<file path="src/logic/div_pkg.sv">
package div_pkg;

    // operand and result width
    localparam int DATA_WIDTH = 8;

    // one queued request: |x|, |y|, q_neg, r_neg, div_zero, ovf
    localparam int ENTRY_W = 2 * DATA_WIDTH + 4;

    localparam int FIFO_DEPTH = 4;
    localparam int PTR_W      = (FIFO_DEPTH > 1) ? $clog2(FIFO_DEPTH) : 1;

    // counts 0..DATA_WIDTH, the last value is the finish step
    localparam int CNT_W = $clog2(DATA_WIDTH + 1);

    // quotient for a zero divisor
    localparam logic [DATA_WIDTH - 1 : 0] ALL_ONES = {DATA_WIDTH{1'b1}};

    // most negative signed value, dividend of the overflow case
    localparam logic [DATA_WIDTH - 1 : 0] MOST_NEG = {1'b1, {(DATA_WIDTH - 1){1'b0}}};

    // core states, one-hot
    localparam logic [2 : 0] ST_IDLE = 3'b001;
    localparam logic [2 : 0] ST_CALC = 3'b010;
    localparam logic [2 : 0] ST_OUT  = 3'b100;

endpackage

</file>
<file path="src/logic/div_operand_prep.sv">
`timescale 1ns/1ps

module div_operand_prep (
    input  logic                                i_clk,
    input  logic                                i_rst_n,
    input  logic                                i_valid,
    input  logic                                i_signed,
    input  logic [div_pkg::DATA_WIDTH - 1 : 0]  i_num_x,
    input  logic [div_pkg::DATA_WIDTH - 1 : 0]  i_num_y,
    input  logic                                i_ready,
    output logic                                o_ready,
    output logic                                o_valid,
    output logic [div_pkg::DATA_WIDTH - 1 : 0]  o_abs_x,
    output logic [div_pkg::DATA_WIDTH - 1 : 0]  o_abs_y,
    output logic                                o_q_neg,
    output logic                                o_r_neg,
    output logic                                o_div_zero,
    output logic                                o_ovf
);

    logic                               w_neg_x;
    logic                               w_neg_y;
    logic [div_pkg::DATA_WIDTH - 1 : 0] w_abs_x;
    logic [div_pkg::DATA_WIDTH - 1 : 0] w_abs_y;
    logic                               w_take;

    assign w_neg_x = i_signed & i_num_x[div_pkg::DATA_WIDTH - 1];
    assign w_neg_y = i_signed & i_num_y[div_pkg::DATA_WIDTH - 1];

    // -MOST_NEG wraps to itself, still the right unsigned magnitude
    assign w_abs_x = w_neg_x ? (~i_num_x + 1'b1) : i_num_x;
    assign w_abs_y = w_neg_y ? (~i_num_y + 1'b1) : i_num_y;

    // register empty or draining this cycle
    assign o_ready = !o_valid || i_ready;
    assign w_take  = i_valid && o_ready;

    always_ff @(posedge i_clk) begin
        if (!i_rst_n) begin
            o_valid <= 1'b0;
        end
        else if (o_ready) begin
            o_valid <= i_valid;
        end
    end

    always_ff @(posedge i_clk) begin
        if (w_take) begin
            o_abs_x    <= w_abs_x;
            o_abs_y    <= w_abs_y;
            o_q_neg    <= w_neg_x ^ w_neg_y;
            o_r_neg    <= w_neg_x;               // remainder follows dividend
            o_div_zero <= (i_num_y == '0);
            o_ovf      <= i_signed && (i_num_x == div_pkg::MOST_NEG)
                          && (i_num_y == div_pkg::ALL_ONES);
        end
    end

    // a prepared request waits for the FIFO
    a_valid_hold: assert property (
        @(posedge i_clk) disable iff (!i_rst_n)
        o_valid && !i_ready |=> o_valid
    ) else $error("prep: o_valid dropped without a transfer");

endmodule

</file>
<file path="src/logic/div_op_fifo.sv">
`timescale 1ns/1ps

module div_op_fifo (
    input  logic                             i_clk,
    input  logic                             i_rst_n,
    input  logic                             i_valid,
    input  logic [div_pkg::ENTRY_W - 1 : 0]  i_data,
    input  logic                             i_ready,
    output logic                             o_ready,
    output logic                             o_valid,
    output logic [div_pkg::ENTRY_W - 1 : 0]  o_data
);

    logic [div_pkg::ENTRY_W - 1 : 0] r_mem [div_pkg::FIFO_DEPTH];

    logic [div_pkg::PTR_W - 1 : 0] r_wr_ptr;
    logic [div_pkg::PTR_W - 1 : 0] r_rd_ptr;
    logic [div_pkg::PTR_W : 0]     r_count;

    logic w_wr_en;
    logic w_rd_en;

    assign o_ready = (r_count != (div_pkg::PTR_W + 1)'(div_pkg::FIFO_DEPTH));
    assign o_valid = (r_count != '0);
    assign o_data  = r_mem[r_rd_ptr];      // head entry, no read latency

    assign w_wr_en = i_valid && o_ready;
    assign w_rd_en = i_ready && o_valid;

    always_ff @(posedge i_clk) begin
        if (!i_rst_n) begin
            r_wr_ptr <= '0;
            r_rd_ptr <= '0;
            r_count  <= '0;
        end
        else begin
            if (w_wr_en) begin
                if (r_wr_ptr == (div_pkg::PTR_W)'(div_pkg::FIFO_DEPTH - 1)) begin
                    r_wr_ptr <= '0;
                end
                else begin
                    r_wr_ptr <= r_wr_ptr + 1'b1;
                end
            end
            if (w_rd_en) begin
                if (r_rd_ptr == (div_pkg::PTR_W)'(div_pkg::FIFO_DEPTH - 1)) begin
                    r_rd_ptr <= '0;
                end
                else begin
                    r_rd_ptr <= r_rd_ptr + 1'b1;
                end
            end
            case ({w_wr_en, w_rd_en})
                2'b10:   r_count <= r_count + 1'b1;
                2'b01:   r_count <= r_count - 1'b1;
                default: r_count <= r_count;     // both or neither
            endcase
        end
    end

    always_ff @(posedge i_clk) begin
        if (w_wr_en) begin
            r_mem[r_wr_ptr] <= i_data;
        end
    end

    a_no_write_full: assert property (
        @(posedge i_clk) disable iff (!i_rst_n)
        !o_ready |=> $stable(r_wr_ptr)
    ) else $error("fifo: write while full");

    a_no_read_empty: assert property (
        @(posedge i_clk) disable iff (!i_rst_n)
        !o_valid |=> $stable(r_rd_ptr)
    ) else $error("fifo: read while empty");

endmodule

</file>
<file path="src/logic/div_iter_core.sv">
`timescale 1ns/1ps

module div_iter_core (
    input  logic                                i_clk,
    input  logic                                i_rst_n,
    input  logic                                i_valid,
    input  logic [div_pkg::DATA_WIDTH - 1 : 0]  i_abs_x,
    input  logic [div_pkg::DATA_WIDTH - 1 : 0]  i_abs_y,
    input  logic                                i_q_neg,
    input  logic                                i_r_neg,
    input  logic                                i_div_zero,
    input  logic                                i_ovf,
    input  logic                                i_ready,
    output logic                                o_ready,
    output logic                                o_valid,
    output logic [div_pkg::DATA_WIDTH - 1 : 0]  o_quot,
    output logic [div_pkg::DATA_WIDTH - 1 : 0]  o_rem
);

    logic [2 : 0]                     r_state;
    logic [div_pkg::CNT_W - 1 : 0]    r_cnt;
    logic                             w_last;

    // double width partial remainder and shifted divisor
    logic [div_pkg::DATA_WIDTH * 2 - 1 : 0] r_part;
    logic [div_pkg::DATA_WIDTH * 2 - 1 : 0] r_div;
    logic [div_pkg::DATA_WIDTH * 2 - 1 : 0] w_diff;
    logic [div_pkg::DATA_WIDTH - 1 : 0]     r_quot;

    logic r_q_neg;
    logic r_r_neg;
    logic r_div_zero;
    logic r_ovf;

    logic [div_pkg::DATA_WIDTH - 1 : 0] w_quot_s;
    logic [div_pkg::DATA_WIDTH - 1 : 0] w_rem_s;

    assign o_ready = (r_state == div_pkg::ST_IDLE);
    assign w_last  = (r_cnt == (div_pkg::CNT_W)'(div_pkg::DATA_WIDTH));
    assign w_diff  = r_part - r_div;     // msb set means borrow

    always_comb begin
        w_quot_s = r_q_neg ? (~r_quot + 1'b1) : r_quot;
        w_rem_s  = r_r_neg ? (~r_part[div_pkg::DATA_WIDTH - 1 : 0] + 1'b1)
                           : r_part[div_pkg::DATA_WIDTH - 1 : 0];
        // remainder path already gives the dividend back for y == 0
        if (r_div_zero) begin
            w_quot_s = div_pkg::ALL_ONES;
        end
        else if (r_ovf) begin
            w_quot_s = div_pkg::MOST_NEG;
            w_rem_s  = '0;
        end
    end

    always_ff @(posedge i_clk) begin
        if (!i_rst_n) begin
            r_state <= div_pkg::ST_IDLE;
            r_cnt   <= '0;
            o_valid <= 1'b0;
        end
        else begin
            case (r_state)
                div_pkg::ST_IDLE: begin
                    if (i_valid) begin
                        r_state <= div_pkg::ST_CALC;
                        r_cnt   <= '0;
                    end
                end
                div_pkg::ST_CALC: begin
                    if (w_last) begin
                        r_state <= div_pkg::ST_OUT;
                        o_valid <= 1'b1;
                    end
                    else begin
                        r_cnt <= r_cnt + 1'b1;
                    end
                end
                div_pkg::ST_OUT: begin
                    if (i_ready) begin
                        r_state <= div_pkg::ST_IDLE;
                        o_valid <= 1'b0;
                    end
                end
                default: begin
                    r_state <= div_pkg::ST_IDLE;
                    o_valid <= 1'b0;
                end
            endcase
        end
    end

    always_ff @(posedge i_clk) begin
        case (r_state)
            div_pkg::ST_IDLE: begin
                if (i_valid) begin
                    r_part     <= {{div_pkg::DATA_WIDTH{1'b0}}, i_abs_x};
                    r_div      <= {1'b0, i_abs_y, {(div_pkg::DATA_WIDTH - 1){1'b0}}};
                    r_quot     <= '0;
                    r_q_neg    <= i_q_neg;
                    r_r_neg    <= i_r_neg;
                    r_div_zero <= i_div_zero;
                    r_ovf      <= i_ovf;
                end
            end
            div_pkg::ST_CALC: begin
                if (!w_last) begin
                    r_quot <= {r_quot[div_pkg::DATA_WIDTH - 2 : 0],
                               ~w_diff[div_pkg::DATA_WIDTH * 2 - 1]};
                    r_div  <= r_div >> 1;
                    if (!w_diff[div_pkg::DATA_WIDTH * 2 - 1]) begin
                        r_part <= w_diff;        // restore by keeping old value
                    end
                end
                else begin
                    o_quot <= w_quot_s;
                    o_rem  <= w_rem_s;
                end
            end
            default: begin
            end
        endcase
    end

    a_out_hold: assert property (
        @(posedge i_clk) disable iff (!i_rst_n)
        o_valid && !i_ready |=> o_valid && $stable(o_quot) && $stable(o_rem)
    ) else $error("core: result changed before it was taken");

    a_cnt_range: assert property (
        @(posedge i_clk) disable iff (!i_rst_n)
        r_cnt <= (div_pkg::CNT_W)'(div_pkg::DATA_WIDTH)
    ) else $error("core: iteration counter out of range");

endmodule

</file>
<file path="src/logic/div_top.sv">
`timescale 1ns/1ps

module div_top (
    input  logic                                i_clk,
    input  logic                                i_rst_n,
    input  logic                                i_valid,
    input  logic                                i_signed,
    input  logic [div_pkg::DATA_WIDTH - 1 : 0]  i_num_x,
    input  logic [div_pkg::DATA_WIDTH - 1 : 0]  i_num_y,
    input  logic                                i_ready,
    output logic                                o_ready,
    output logic                                o_valid,
    output logic [div_pkg::DATA_WIDTH - 1 : 0]  o_quot,
    output logic [div_pkg::DATA_WIDTH - 1 : 0]  o_rem
);

    // producer side
    logic                               p_valid;
    logic                               p_ready;
    logic [div_pkg::DATA_WIDTH - 1 : 0] p_abs_x;
    logic [div_pkg::DATA_WIDTH - 1 : 0] p_abs_y;
    logic                               p_q_neg;
    logic                               p_r_neg;
    logic                               p_div_zero;
    logic                               p_ovf;

    // fifo head
    logic                               f_valid;
    logic                               f_ready;
    logic [div_pkg::DATA_WIDTH - 1 : 0] f_abs_x;
    logic [div_pkg::DATA_WIDTH - 1 : 0] f_abs_y;
    logic                               f_q_neg;
    logic                               f_r_neg;
    logic                               f_div_zero;
    logic                               f_ovf;

    logic [div_pkg::ENTRY_W - 1 : 0] p_entry;
    logic [div_pkg::ENTRY_W - 1 : 0] f_entry;

    assign p_entry = {p_abs_x, p_abs_y, p_q_neg, p_r_neg, p_div_zero, p_ovf};
    assign {f_abs_x, f_abs_y, f_q_neg, f_r_neg, f_div_zero, f_ovf} = f_entry;

    div_operand_prep u_prep (
        .i_clk      (i_clk),
        .i_rst_n    (i_rst_n),
        .i_valid    (i_valid),
        .i_signed   (i_signed),
        .i_num_x    (i_num_x),
        .i_num_y    (i_num_y),
        .i_ready    (p_ready),
        .o_ready    (o_ready),
        .o_valid    (p_valid),
        .o_abs_x    (p_abs_x),
        .o_abs_y    (p_abs_y),
        .o_q_neg    (p_q_neg),
        .o_r_neg    (p_r_neg),
        .o_div_zero (p_div_zero),
        .o_ovf      (p_ovf)
    );

    div_op_fifo u_fifo (
        .i_clk   (i_clk),
        .i_rst_n (i_rst_n),
        .i_valid (p_valid),
        .i_data  (p_entry),
        .i_ready (f_ready),
        .o_ready (p_ready),
        .o_valid (f_valid),
        .o_data  (f_entry)
    );

    div_iter_core u_core (
        .i_clk      (i_clk),
        .i_rst_n    (i_rst_n),
        .i_valid    (f_valid),
        .i_abs_x    (f_abs_x),
        .i_abs_y    (f_abs_y),
        .i_q_neg    (f_q_neg),
        .i_r_neg    (f_r_neg),
        .i_div_zero (f_div_zero),
        .i_ovf      (f_ovf),
        .i_ready    (i_ready),
        .o_ready    (f_ready),
        .o_valid    (o_valid),
        .o_quot     (o_quot),
        .o_rem      (o_rem)
    );

endmodule

</file>
<file path="config.mk">
export PLATFORM = sky130hd
export DESIGN_NAME = div_top
export DESIGN_NICKNAME = d
export VERILOG_FILES = /design/src/logic/div_pkg.sv /design/src/logic/div_operand_prep.sv /design/src/logic/div_op_fifo.sv /design/src/logic/div_iter_core.sv /design/src/logic/div_top.sv
export SDC_FILE = /design/constraint.sdc
export NUM_CORES = 1
export LEC_CHECK = 0
export BUFFER_PORTS_ARGS = -buffer_cell sky130_fd_sc_hd__buf_2
export CORE_MARGIN = 5
export CORE_UTILIZATION = 25
export DETAILED_ROUTE_END_ITERATION = 10
export PLACE_DENSITY_LB_ADDON = 0.15
export SYNTH_ARGS = -nofsm -noshare
export SYNTH_HDL_FRONTEND = slang
export SYNTH_SLANG_ARGS = --single-unit
</file>
<file path="constraint.sdc">
create_clock -name i_clk -period 3.3 [get_ports i_clk]
set_input_delay 0.165 -clock i_clk [delete_from_list [all_inputs] [get_ports i_clk]]
set_output_delay 0.165 -clock i_clk [all_outputs]
set_load 0.05 [all_outputs]
</file>
# [Word level (Yosys, flattened, before mapping)]
# Memories as Yosys holds them, arrays and structs flattened. A register that Yosys moved wholly into a read port is not among the register bits.
# Cells that the tools add are included.
[totals] ram_bits=80 out_inout_bits=18 wordCells=111 mem_count=1 reg_bits=96
[classes] n_bitwise=9 eq_ne=16 add_sub_neg=10 mux=34 reduce_logical=18
[memory_table] memory="u_fifo.r_mem" words=4 word_bits=20 read_ports=1 rd_ports_with_merged_regs=1 wr=1 line="div_op_fifo.sv:14" rtl="logic [div_pkg::ENTRY_W - 1 : 0] r_mem [div_pkg::FIFO_DEPTH];"
[op_table] operator="$mux 16" count=5
[op_table] operator="$mux 8" count=8
[op_table] operator="$pmux 16 s2" count=2
[op_table] operator="$add 8x1->8 const B" count=4
[op_table] operator="$not 8->8" count=4
[op_table] operator="$eq 8x8->1 const B" count=2
[op_table] operator="$pmux 8 s2" count=1
[op_table] operator="$sub 16x16->16" count=1
[op_table] operator="$mux 3" count=3
[op_table] operator="$pmux 3 s3" count=1
[op_table] operator="$reduce_and 3->1" count=3
[op_table] operator="$logic_not 8->1" count=1
[op_table] operator="$mux 2" count=4
[op_table] operator="$mux 4" count=2
[op_table] operator="$ne 2x2->1 const B" count=4
[op_table] operator="$pmux 4 s2" count=1
[op_table] operator="$mux 7" count=1
[op_table] operator="$eq 2x2->1 const B" count=3
[op_table] operator="$pmux 3 s2" count=1
[op_table] operator="$logic_and 1x1->1" count=5
[op_table] operator="$add 2x1->2 const B" count=2
[op_table] operator="$add 4x1->4 const B" count=1
[op_table] operator="$eq 4x4->1 const B" count=1
[op_table] operator="$mux 1" count=4
[op_table] operator="other kinds (19)" count=23

# [Depth between registers and ports, before layout]
# Gate-level depths: netlist of run 1.
[logic_depth] depth_word=5 mapped_depth=10 ltp_nobuf=10

# [Modules after synthesis]
# From an unflattened synthesis of run 1, not the netlist that was laid out.
[unflattened] cells_unflattened=582 hier_area_um2=8036.5
[modules_own_cells] module="div_iter_core" seq_area_each_um2=1901.8 area_per_inst_um2=3634.7 instances=1 cells_each=342
[modules_own_cells] module="div_op_fifo" seq_area_each_um2=2582.5 area_per_inst_um2=3374.5 instances=1 cells_each=160
[modules_own_cells] module="div_operand_prep" seq_area_each_um2=620.6 area_per_inst_um2=1027.2 instances=1 cells_each=80

# [Worst setup path after synthesis of run 1]
# Ideal clock, no wire load.
[synth_timing] path_type="register to register" from="register u_core.r_cnt[0] (netlist bit)" to="register u_core.r_part[0] (netlist bit), enable pin" period_less_slack_ps=2808 arrival_time_ps=2415 n_path_buf=1 setup_ps=393 path_slack_ps=492 path_stages_with_launch=9 cell_sequence="dfxtp_1 inv_1 ha_1 and3b_1 nor3b_1 o21ba_1 buf_2 inv_1 o22ai_1"
[synth_between] elab_chain_len=3
[synth_lines] item="start: declaration" line="div_iter_core.sv:21" rtl="logic [div_pkg::CNT_W - 1 : 0] r_cnt;"
[synth_lines] item="start signal: assignment" line="div_iter_core.sv:76" rtl="r_cnt <= r_cnt + 1'b1;"
[synth_lines] item="$eq 4x4->1" line="div_iter_core.sv:39" rtl="assign w_last = (r_cnt == (div_pkg::CNT_W)'(div_pkg::DATA_WIDTH));"
[synth_lines] item="$ne 2x2->1 (no line)"
[synth_lines] item="$reduce_and 4->1 (no line)"
[synth_lines] item="end signal: assignment" line="div_iter_core.sv:97" rtl="r_part <= {{div_pkg::DATA_WIDTH{1'b0}}, i_abs_x};"
[synth_lines] item="end signal: assignment" line="div_iter_core.sv:112" rtl="r_part <= w_diff;"
[synth_lines] item="end: declaration" line="div_iter_core.sv:25" rtl="logic [div_pkg::DATA_WIDTH * 2 - 1 : 0] r_part;"
# No other way between the ends.
# A chain may end at the register's enable or synchronous reset.

# [Final worst setup path of run 1]
[layout_timing] from="register u_core.r_part[1] (netlist bit)" to="register u_core.r_part[13] (netlist bit), enable pin"
[layout_between] elab_chain_len=3
[layout_lines] item="$sub 16x16->16" line="div_iter_core.sv:40" rtl="assign w_diff = r_part - r_div;"
[layout_lines] item="$ne 2x2->1 (no line)"
[layout_lines] item="$reduce_and 4->1 (no line)"
# No other way between the ends.

==> impl_metrics.env, run 1 <==
export IMPL_wl_per_cell_um=15.19
export IMPL_numPortBuffers=38
export IMPL_leakagePower_nw=3.319
export IMPL_cts_root_buf="clkbuf_16"
export IMPL_yosys_top_cells_area="edfxtp_1 60%, mux4_2 5.7%, dfxtp_1 4.5%"
export IMPL_syn_avg_cell_area_sq_um=14.04
export IMPL_ctsLongestPathBuffers=2
export IMPL_finalWeightedCongestion=0.7970
export IMPL_h_tree_depth=4
export IMPL_ios=39
export IMPL_routed_wirelength_um=15760
export IMPL_dp_slack_ps=733.8
export IMPL_cp_common_cell="o31ai_4"
export IMPL_drcViolationCount=0
export IMPL_grt_start_max_net_pins=49
export IMPL_first_pass_iters=4
export IMPL_dieHeight_um=188.1
export IMPL_die_w_um=188.1
export IMPL_setup_ws_ps=699.5
export IMPL_crit_type="flip-flop to flip-flop"
export IMPL_final_max_slew_viol_count=0
export IMPL_synthArstFlopShare_pct=0
export IMPL_syn_inst=565
export IMPL_grt_pass1_wl_um=25550
export IMPL_cts_sinks=176
export IMPL_worstHoldPathType="primary input to flip-flop"
export IMPL_area_growth_pct=17.70
export IMPL_yosys_area_top_type="edfxtp_1"
export IMPL_clk_pin_slew_ps=80
export IMPL_synth_top_area_share_pct=59.81
export IMPL_layout_common_cells="158 x edfxtp_1, 46 x nor2_1, 38 x inv_1, 38 x buf_2, 33 x nand2_1"
export IMPL_nNetsFinal=673
export IMPL_initial_core_util_pct=25.20
export IMPL_crit_path_max_fanout=15
export IMPL_relSlewSlack_pct=52.75
export IMPL_ys_types=49
export IMPL_synth_seq_cells=176
export IMPL_min_period_over_period_pct=78.80
export IMPL_vias=4560
export IMPL_nFillCells=3128
export IMPL_fin_crit_ps=2600
export IMPL_max_freq_mhz=384.5
export IMPL_rows=65
export IMPL_synth_edf_count=158
export IMPL_antenna_found_initial=0
export IMPL_yosysWarnings=0
export IMPL_dpl_hpwl_um=10740
export IMPL_register_area_sq_um=5105
export IMPL_slowest_delay_ps=470
export IMPL_cp_end_kind="flip-flop"
export IMPL_cts_tree="yes"
export IMPL_syn_nets=616
export IMPL_cts_made_buffers=17
export IMPL_synth_area_sq_um=7933
export IMPL_hold_viol=0
export IMPL_cp_start_kind="flip-flop"
export IMPL_tns_ps=0
export IMPL_rsz0062_at_grt="false"
export IMPL_n_antenna_cell=0
export IMPL_crit_path_top_delay_cell="edfxtp_1"
export IMPL_ir_drop_v=0.0003802
export IMPL_drv_cap=0
export IMPL_run_status="completed"
export IMPL_path_cells="ha_1 > nor2b_1 > o31a_4 > o31ai_4 > o31ai_4 > o311ai_4 > o22ai_1 > buf_4"
export IMPL_drtIter0Drc=220
export IMPL_synth_ff_type="edfxtp_1"
export IMPL_worstMarginPinSlew_ps=708.7
export IMPL_core_sq_um=31470
export IMPL_ant_nets=0
export IMPL_pwr_density_cell_nw_per_um2=850.6
export IMPL_setup_violations=0
export IMPL_finalClockSkew_ps=16.02
export IMPL_final_common_cell="edfxtp_1"
export IMPL_grt_usage_pct=9.248
export IMPL_multi_input_area_sq_um=2630
export IMPL_post_cts_buffers=0
export IMPL_grt_overflow=0
export IMPL_critPathRequiredTime_ps=3470
export IMPL_grt_pass1_vias=4789
export IMPL_ys_seq_area_share_pct=64.35
export IMPL_dieArea_sq_um=35390
export IMPL_crit_arrival_ps=2770
export IMPL_clk_latency_ps=440
export IMPL_drive_above_1_share_pct=18.11
export IMPL_vias_per_cell=4.397
metal layers:
layer | GRT usage, % | vias up | wire length, um
li1 | - | 2202 | -
met1 | 11.68 | 2281 | 7376
met2 | 15.54 | 65 | 7705
met3 | 2.681 | 12 | 539
met4 | 2.513 | 0 | 133
met5 | 0 | - | 0
state kept, by name, indices dropped and copies added (netlist names), 3 cells and up, named ones only:
signal	count
u_core.o_quot	8
u_core.o_rem	8
u_core.r_cnt	4
u_core.r_div	15
u_core.r_part	15
u_core.r_quot	8
u_core.r_state	3
u_fifo.r_count	3
u_fifo.r_mem	80
u_prep.o_abs_x	8
u_prep.o_abs_y	8
logic make-up after synthesis:
kind of cell	Yosys count	share of synthesized area, %
AOI/OAI and AO/OA	91	7.965
xor gates and xnor gates	37	4.085
adders and majority gates	30	4.921
buffers and inverters	53	2.571
DFF	176	64.35
muxes	26	6.451
and+or+nand+nor	152	9.653
cell usage after synthesis (3+ instances only):
cell type,n
inv_1,38
ha_1,28
nand3_1,5
o21ai_0,29
mux2i_1,5
nor3b_1,4
a21boi_0,4
and3_1,5
or3_1,6
nor3_1,7
and2_1,13
xnor2_1,13
xor2_1,24
a21o_1,3
nor4_1,3
a21oi_1,20
o21a_1,4
nor2_1,46
o21bai_1,8
nand2_1,33
nor2b_1,12
nand2b_1,7
buf_2,4
mux4_2,20
clkbuf_1,11
o31ai_1,6
dfxtp_1,18
edfxtp_1,158
nand4_1,5
final timing paths:
path	depth (start not counted)	endpoint	start	slack, ps
min	3	u_prep.o_valid	i_valid	30
max	8	u_core.r_part[13]	u_core.r_part[1]	700
max reg2reg	8	u_core.r_part[13]	u_core.r_part[1]	700
min reg2reg	0	u_fifo.r_mem[0][19]	u_prep.o_abs_x[7]	500
power by group:
group	switching, W	internal, W
sequential	0.000224	0.00295
combinational	0.00151	0.00109
clock	0.00109	0.00108
critical path, delay by kind of cell, from the launching register on:
| family | cells | cell delay (ps) |
|---|---|---|
| buffers and inverters | 1 | 220 |
| AO/OA/AOI/OAI | 5 | 1170 |
| adder cells (fa/ha/maj) | 1 | 310 |
| AND/OR/NAND/NOR | 1 | 150 |
| flip-flops | 1 | 470 |
area by class of cell:
cell class              instances  area share [%]
inverters                      38           1.528
clock inverters                15           2.385
flip-flops and latches        176           54.68
clock buffers                  17           4.556
multi-input cells             336           28.17
repair buffers                 53           3.297
well taps                     402           5.387
through the flow:
step | instances | hold WS [ps] | util [%] | area (sq um) | total power, W
finish | 1037 | 25.81 | 29.66 | 9336 | 0.007942
global placement | 1003 | 405.1 | 27.54 | 8668 | 0.005836
CTS | 1037 | 9.821 | 29.66 | 9336 | 0.008087
detailed placement | 1003 | 405.2 | 27.54 | 8668 | 0.005864
floorplan | 565 | 263.9 | - | 7933 | 0.005155
global route | 1037 | 16.53 | 29.66 | 9336 | 0.008508
timing repair:
| action | CTS | global route |
|---|---|---|
| hold endpoints to repair | 2 | 0 |
| gates resized for setup | 0 | 0 |
| hold buffers | 2 | 0 |
Note: power is estimated with default switching activity, not from simulation.
==> run 2, diff against run 1 <==
Clock period 3.3 ns to 2.67 ns, I/O delays scaled along.
==> run 2 against run 1 <==
Hold slack worse by 6.1 ps. Global-route usage fell by 0.12 points. First-iteration DRC count is 5.9% lower. Die area is the same. Clock skew grew 2.1 ps. Setup slack lost 580 ps. Core utilization up 0.35 points. Power rose by 25%. Clock power rose by 23%. Sequential power rose by 24%. Routed wire length is 0.31% lower. Fmax is 2.1% higher. Critical path type unchanged. Critical endpoint unchanged. Highest routed layer unchanged.
==> impl_metrics.env, run 2 (synthesized netlist as in run 1, its figures left out) <==
export IMPL_crit_type="flip-flop to flip-flop"
export IMPL_ios=39
export IMPL_r2r_end="u_core.r_part[13]"
export IMPL_die_w_um=188.1
export IMPL_crit_arrival_ps=2730
export IMPL_ir_drop_v=0.0005002
export IMPL_cts_sinks=176
export IMPL_crit_path_max_fanout=15
export IMPL_cp_end_kind="flip-flop"
export IMPL_worstHoldPathType="primary input to flip-flop"
export IMPL_cts_root_buf="clkbuf_16"
export IMPL_grt_overflow=0
export IMPL_placed_cells=1005
export IMPL_multi_input_area_sq_um=2648
export IMPL_core_sq_um=31470
export IMPL_grt_pass1_wl_um=25340
export IMPL_final_core_util_pct=30.02
export IMPL_cp_start_kind="flip-flop"
export IMPL_min_from="i_num_x[7]"
export IMPL_min_path_cells=2
export IMPL_critPathRequiredTime_ps=2860
export IMPL_final_common_cell="edfxtp_1"
export IMPL_area_growth_pct=19.10
export IMPL_max_freq_mhz=392.4
export IMPL_dieArea_sq_um=35390
export IMPL_rsz0062_at_grt="false"
export IMPL_final_max_slew_viol_count=0
export IMPL_pwr_density_cell_nw_per_um2=1051
export IMPL_reg2reg_slack_ps=120
export IMPL_ctsLongestPathBuffers=2
export IMPL_cts_made_buffers=17
export IMPL_relSlewSlack_pct=66.64
export IMPL_drcViolationCount=0
export IMPL_ant_nets=0
export IMPL_grt_start_max_net_pins=49
export IMPL_largest_reg_flops=80
export IMPL_finalClockSkew_ps=18.14
export IMPL_leakagePower_nw=3.366
export IMPL_run_status="completed"
export IMPL_dieHeight_um=188.1
export IMPL_cts_tree="yes"
export IMPL_wl_per_cell_um=15.04
export IMPL_total_power_w=0.009933
export IMPL_antenna_found_initial=0
export IMPL_first_pass_iters=6
export IMPL_worstReg2RegStart="u_core.r_div[1]"
export IMPL_nFillCells=3128
export IMPL_tns_ps=0
export IMPL_clk_pin_slew_ps=90
export IMPL_setup_violations=0
export IMPL_vias=4555
export IMPL_register_area_sq_um=5105
export IMPL_fin_crit_ps=2548
export IMPL_vias_per_cell=4.363
export IMPL_clk_latency_ps=440
export IMPL_layout_common_cells="158 x edfxtp_1, 46 x nor2_1, 38 x buf_2"
export IMPL_grt_usage_pct=9.124
export IMPL_min_period_over_period_pct=95.44
export IMPL_initial_core_util_pct=25.20
export IMPL_hold_viol=0
export IMPL_stdcell_count=1044
export IMPL_dpl_hpwl_um=10840
export IMPL_drtIter0Drc=207
export IMPL_r2r_cells=9
export IMPL_routed_wirelength_um=15710
export IMPL_nNetsFinal=680
export IMPL_reg_largest_list="u_fifo.r_mem x80, u_core.r_div x15, u_core.r_part x15"
export IMPL_worstMarginPinSlew_ps=499.4
export IMPL_finalWeightedCongestion=0.8025
export IMPL_rows=65
export IMPL_numPortBuffers=38
export IMPL_min_to="u_prep.o_abs_x[7]"
export IMPL_drv_cap=0
export IMPL_n_antenna_cell=0
export IMPL_h_tree_depth=4
export IMPL_drive_above_1_share_pct=18.85
export IMPL_top_register="u_fifo.r_mem"
export IMPL_grt_pass1_vias=4666
## run 2: cell count changes in the layout (fill, tap and decap cells not counted), moves of 2 or more
cell / delta
dlygate4sd3_1: +3
clkinv_8: +2
buf_12: +2
buf_4: +2
## run 2: critical path, cell delays in order, from the launching register on
cell and delay (ps):
edfxtp_1 400, inv_2 100, ha_1 230, nor2b_1 160, o31a_4 300, o31ai_4 330
o31ai_4 160, o311ai_4 310, o22ai_2 150, buf_12 180
## run 2: metrics by stage
stage          setup WS, ps  instance area [sq um]  hold WS, ps
2_1_floorplan         208.0                   7939        232.4
3_3_place_gp          186.8                   8715        372.2
3_5_place_dp          109.3                   8715        374.7
4_1_cts               81.21                   9422        1.172
5_1_grt               14.39                   9448        9.391
6_report              121.8                   9448        19.75
## run 2: where the power goes
part / switching [W] / leakage [nW] / total (W) / internal, W
sequential: 0.000277 / 1.62 / 0.00392 / 0.00364
combinational: 0.00190 / 1.43 / 0.00335 / 0.00145
clock: 0.00133 / 0.313 / 0.00267 / 0.00134
total: 0.00350 / 3.37 / 0.00993 / 0.00643
## run 2: how the worst max path moves through the flow
stage                           from                end  slack, ps  cells past startpoint
floorplan            u_core.r_cnt[0]   u_core.r_part[0]        210                      8
global placement    u_core.r_part[0]  u_core.r_part[12]        190                     10
detailed placement  u_core.r_part[0]  u_core.r_part[12]        110                     10
CTS                  u_core.r_div[1]  u_core.r_part[13]         80                      9
global route         u_core.r_div[1]  u_core.r_part[13]         10                      9
finish               u_core.r_div[1]  u_core.r_part[13]        120                      9
## run 2: timing repair
| item | CTS | global route |
|---|---|---|
| hold buffers | 5 | 0 |
| endpoints found under the hold margin | 5 | 0 |
| setup endpoints to repair | 0 | 17 |
| resized for setup | 0 | 2 |
| buffers inserted | 0 | 2 |
## run 2: cell type report
| class | count | share of cell area, % |
|---|---|---|
| sequential | 176 | 54.03 |
| multi-input combinational | 336 | 28.02 |
| tap | 402 | 5.324 |
| clock buffer | 17 | 4.503 |
| timing repair buffer | 60 | 4.158 |
| clock inverter | 15 | 2.450 |
| inverter | 38 | 1.510 |
## run 2: routing by layer
| metal | GRT usage (%) | vias up | routed length [um] | part of all wire (%) |
|---|---|---|---|---|
| met5 | 0 | - | 0 | 0 |
| met4 | 2.795 | 0 | 186 | 1.2 |
| met3 | 2.141 | 15 | 476 | 3.0 |
| met2 | 15.04 | 72 | 7531 | 48 |
| met1 | 11.96 | 2242 | 7511 | 48 |
| li1 | - | 2226 | - | - |
==> run 3, diff against run 2 <==
Settings changed: CORE_UTILIZATION 25 to 35.
Clock period 2.67 ns to 2.3 ns, I/O delays scaled along.
==> run 3 against run 2 <==
The run now ends with negative setup slack left. Hold slack got worse by 2.0 ps. Sequential power is 16% higher. First-iteration DRC count down 2.9%. Core utilization grew 12 points. Flip-flop and latch count unchanged. Critical path type unchanged. Largest cell class unchanged.
==> impl_metrics.env, run 3 (synthesized netlist as in run 1, its figures left out) <==
export IMPL_run_status="complete, but fails checks"
export IMPL_violations="negative setup slack"
export IMPL_crit_type="flip-flop to flip-flop"
export IMPL_routed_wirelength_um=15090
export IMPL_ctsLongestPathBuffers=2
export IMPL_n_antenna_cell=0
export IMPL_clk_latency_ps=420
export IMPL_ant_nets=0
export IMPL_placed_cells=915
export IMPL_layout_common_cells="158 x edfxtp_1, 45 x nor2_1, 45 x buf_4"
export IMPL_cp_end_kind="flip-flop"
export IMPL_nNetsFinal=713
export IMPL_core_sq_um=22500
export IMPL_nFillCells=2058
export IMPL_drcViolationCount=0
export IMPL_dpl_hpwl_um=10130
export IMPL_worstMarginPinSlew_ps=509.6
export IMPL_total_power_w=0.01196
export IMPL_dieArea_sq_um=25770
export IMPL_vias_per_cell=4.802
export IMPL_pwr_density_cell_nw_per_um2=1250
export IMPL_finalWeightedCongestion=0.8159
export IMPL_drv_cap=0
export IMPL_rsz0062_at_grt="true"
export IMPL_clk_pin_slew_ps=70
export IMPL_leakagePower_nw=3.525
export IMPL_setup_ws_ps=-2.388
export IMPL_cts_made_buffers=17
export IMPL_worstHoldPathType="primary input to flip-flop"
export IMPL_wl_per_cell_um=15.72
export IMPL_dp_slack_ps=-142.4
export IMPL_critPathRequiredTime_ps=2450
export IMPL_initial_core_util_pct=35.25
export IMPL_cts_root_buf="clkbuf_16"
export IMPL_reg_largest_list="u_fifo.r_mem x80, u_core.r_div x15, u_core.r_part x15"
export IMPL_grt_usage_pct=12.25
export IMPL_dieHeight_um=160.5
export IMPL_top_register="u_fifo.r_mem"
export IMPL_min_period_over_period_pct=100.1
export IMPL_cts_sinks=176
export IMPL_relSlewSlack_pct=65.77
export IMPL_max_freq_mhz=434.3
export IMPL_stdcell_count=960
export IMPL_cts_tree="yes"
export IMPL_crit_arrival_ps=2460
export IMPL_grt_pass1_vias=4789
export IMPL_r2r_cells=9
export IMPL_largest_reg_flops=80
export IMPL_drtIter0Drc=201
export IMPL_final_max_slew_viol_count=0
export IMPL_rows=55
export IMPL_antenna_found_initial=0
export IMPL_grt_start_max_net_pins=49
export IMPL_grt_pass1_wl_um=24850
export IMPL_grt_overflow=0
export IMPL_setup_violations=5
export IMPL_area_growth_pct=20.60
export IMPL_finalClockSkew_ps=8.664
export IMPL_ir_drop_v=0.0005447
export IMPL_h_tree_depth=4
export IMPL_min_path_cells=2
export IMPL_first_pass_iters=5
export IMPL_hold_viol=0
export IMPL_numPortBuffers=38
export IMPL_fin_crit_ps=2302
export IMPL_crit_path_max_fanout=7
export IMPL_die_w_um=160.5
export IMPL_final_common_cell="edfxtp_1"
export IMPL_vias=4610
export IMPL_cp_start_kind="flip-flop"
export IMPL_ios=39
export IMPL_drive_above_1_share_pct=24.15
## run 3: changes by cell type in the layout (fill, tap and decap cells not counted), sizes merged
cell / previous run / this run
buf: 55 / 87
bufinv: 0 / 1
clkinv: 5 / 6
inv: 48 / 46
o22ai: 2 / 3
## run 3: final timing paths
| kind | from | slack (ps) | end |
|---|---|---|---|
| max | u_core.r_div[1] | -2 | u_core.r_part[13] |
| min | i_rst_n | 20 | u_core.r_state[0] |
| max reg2reg | u_core.r_div[1] | -2 | u_core.r_part[13] |
| min reg2reg | u_prep.o_abs_y[1] | 500 | u_fifo.r_mem[2][5] |
## run 3: what timing repair did
| action | CTS | global route |
|---|---|---|
| endpoints found under the hold margin | 5 | 0 |
| resized for setup | 8 | 10 |
| endpoints found under the setup margin | 19 | 22 |
| gates cloned | 1 | 0 |
| pin swaps | 5 | 0 |
| setup buffers | 5 | 2 |
| hold buffers | 5 | 0 |
## run 3: metrics by stage
| step | setup TNS [ps] | cell area [sq um] | utilization (%) | hold slack [ps] |
|---|---|---|---|---|
| after global placement | -1163 | 8787 | 39.05 | 360.8 |
| after CTS | -118.6 | 9518 | 42.30 | 1.130 |
| after detailed placement | -1648 | 8787 | 39.05 | 365.0 |
| after global routing | -1547 | 9567 | 42.51 | 16.94 |
| final | -7.714 | 9567 | 42.51 | 17.77 |
| after floorplan | 0 | 7958 | - | 213.9 |
## run 3: critical path, cell delays in order, from the launching register on
cell and delay, ps:
edfxtp_1 370, inv_1 80, ha_1 230, nor2b_4 130, o31a_4 280, o31ai_4 260
o31ai_4 100, o311ai_4 290, buf_4 180, o22ai_4 110
## run 3: final cells by class
class / count / area [sq um] / share of cell area [%]
well taps: 285 / 356.6 / 3.727
flip-flops and latches: 176 / 5106 / 53.37
inverters: 38 / 142.6 / 1.491
multi-input cells: 337 / 2723 / 28.46
repair buffers: 92 / 640.6 / 6.696
clock inverters: 15 / 172.7 / 1.805
clock buffers: 17 / 425.4 / 4.447
## run 3: power by group
group	internal, W	leakage, nW	switching [W]
Clock	0.00155	0.296	0.00132
Sequential	0.00423	1.62	0.000300
Combinational	0.00215	1.61	0.00240
Total	0.00794	3.53	0.00402
## run 3: metal layers
metal,part of all wire (%),wire (um),GRT usage (%),up-vias
met2,50,7609,21.03,74
li1,-,-,-,2282
met4,1.0,152,3.872,0
met1,45,6854,15.42,2245
met5,0,0,0,-
met3,3.2,477,2.771,9
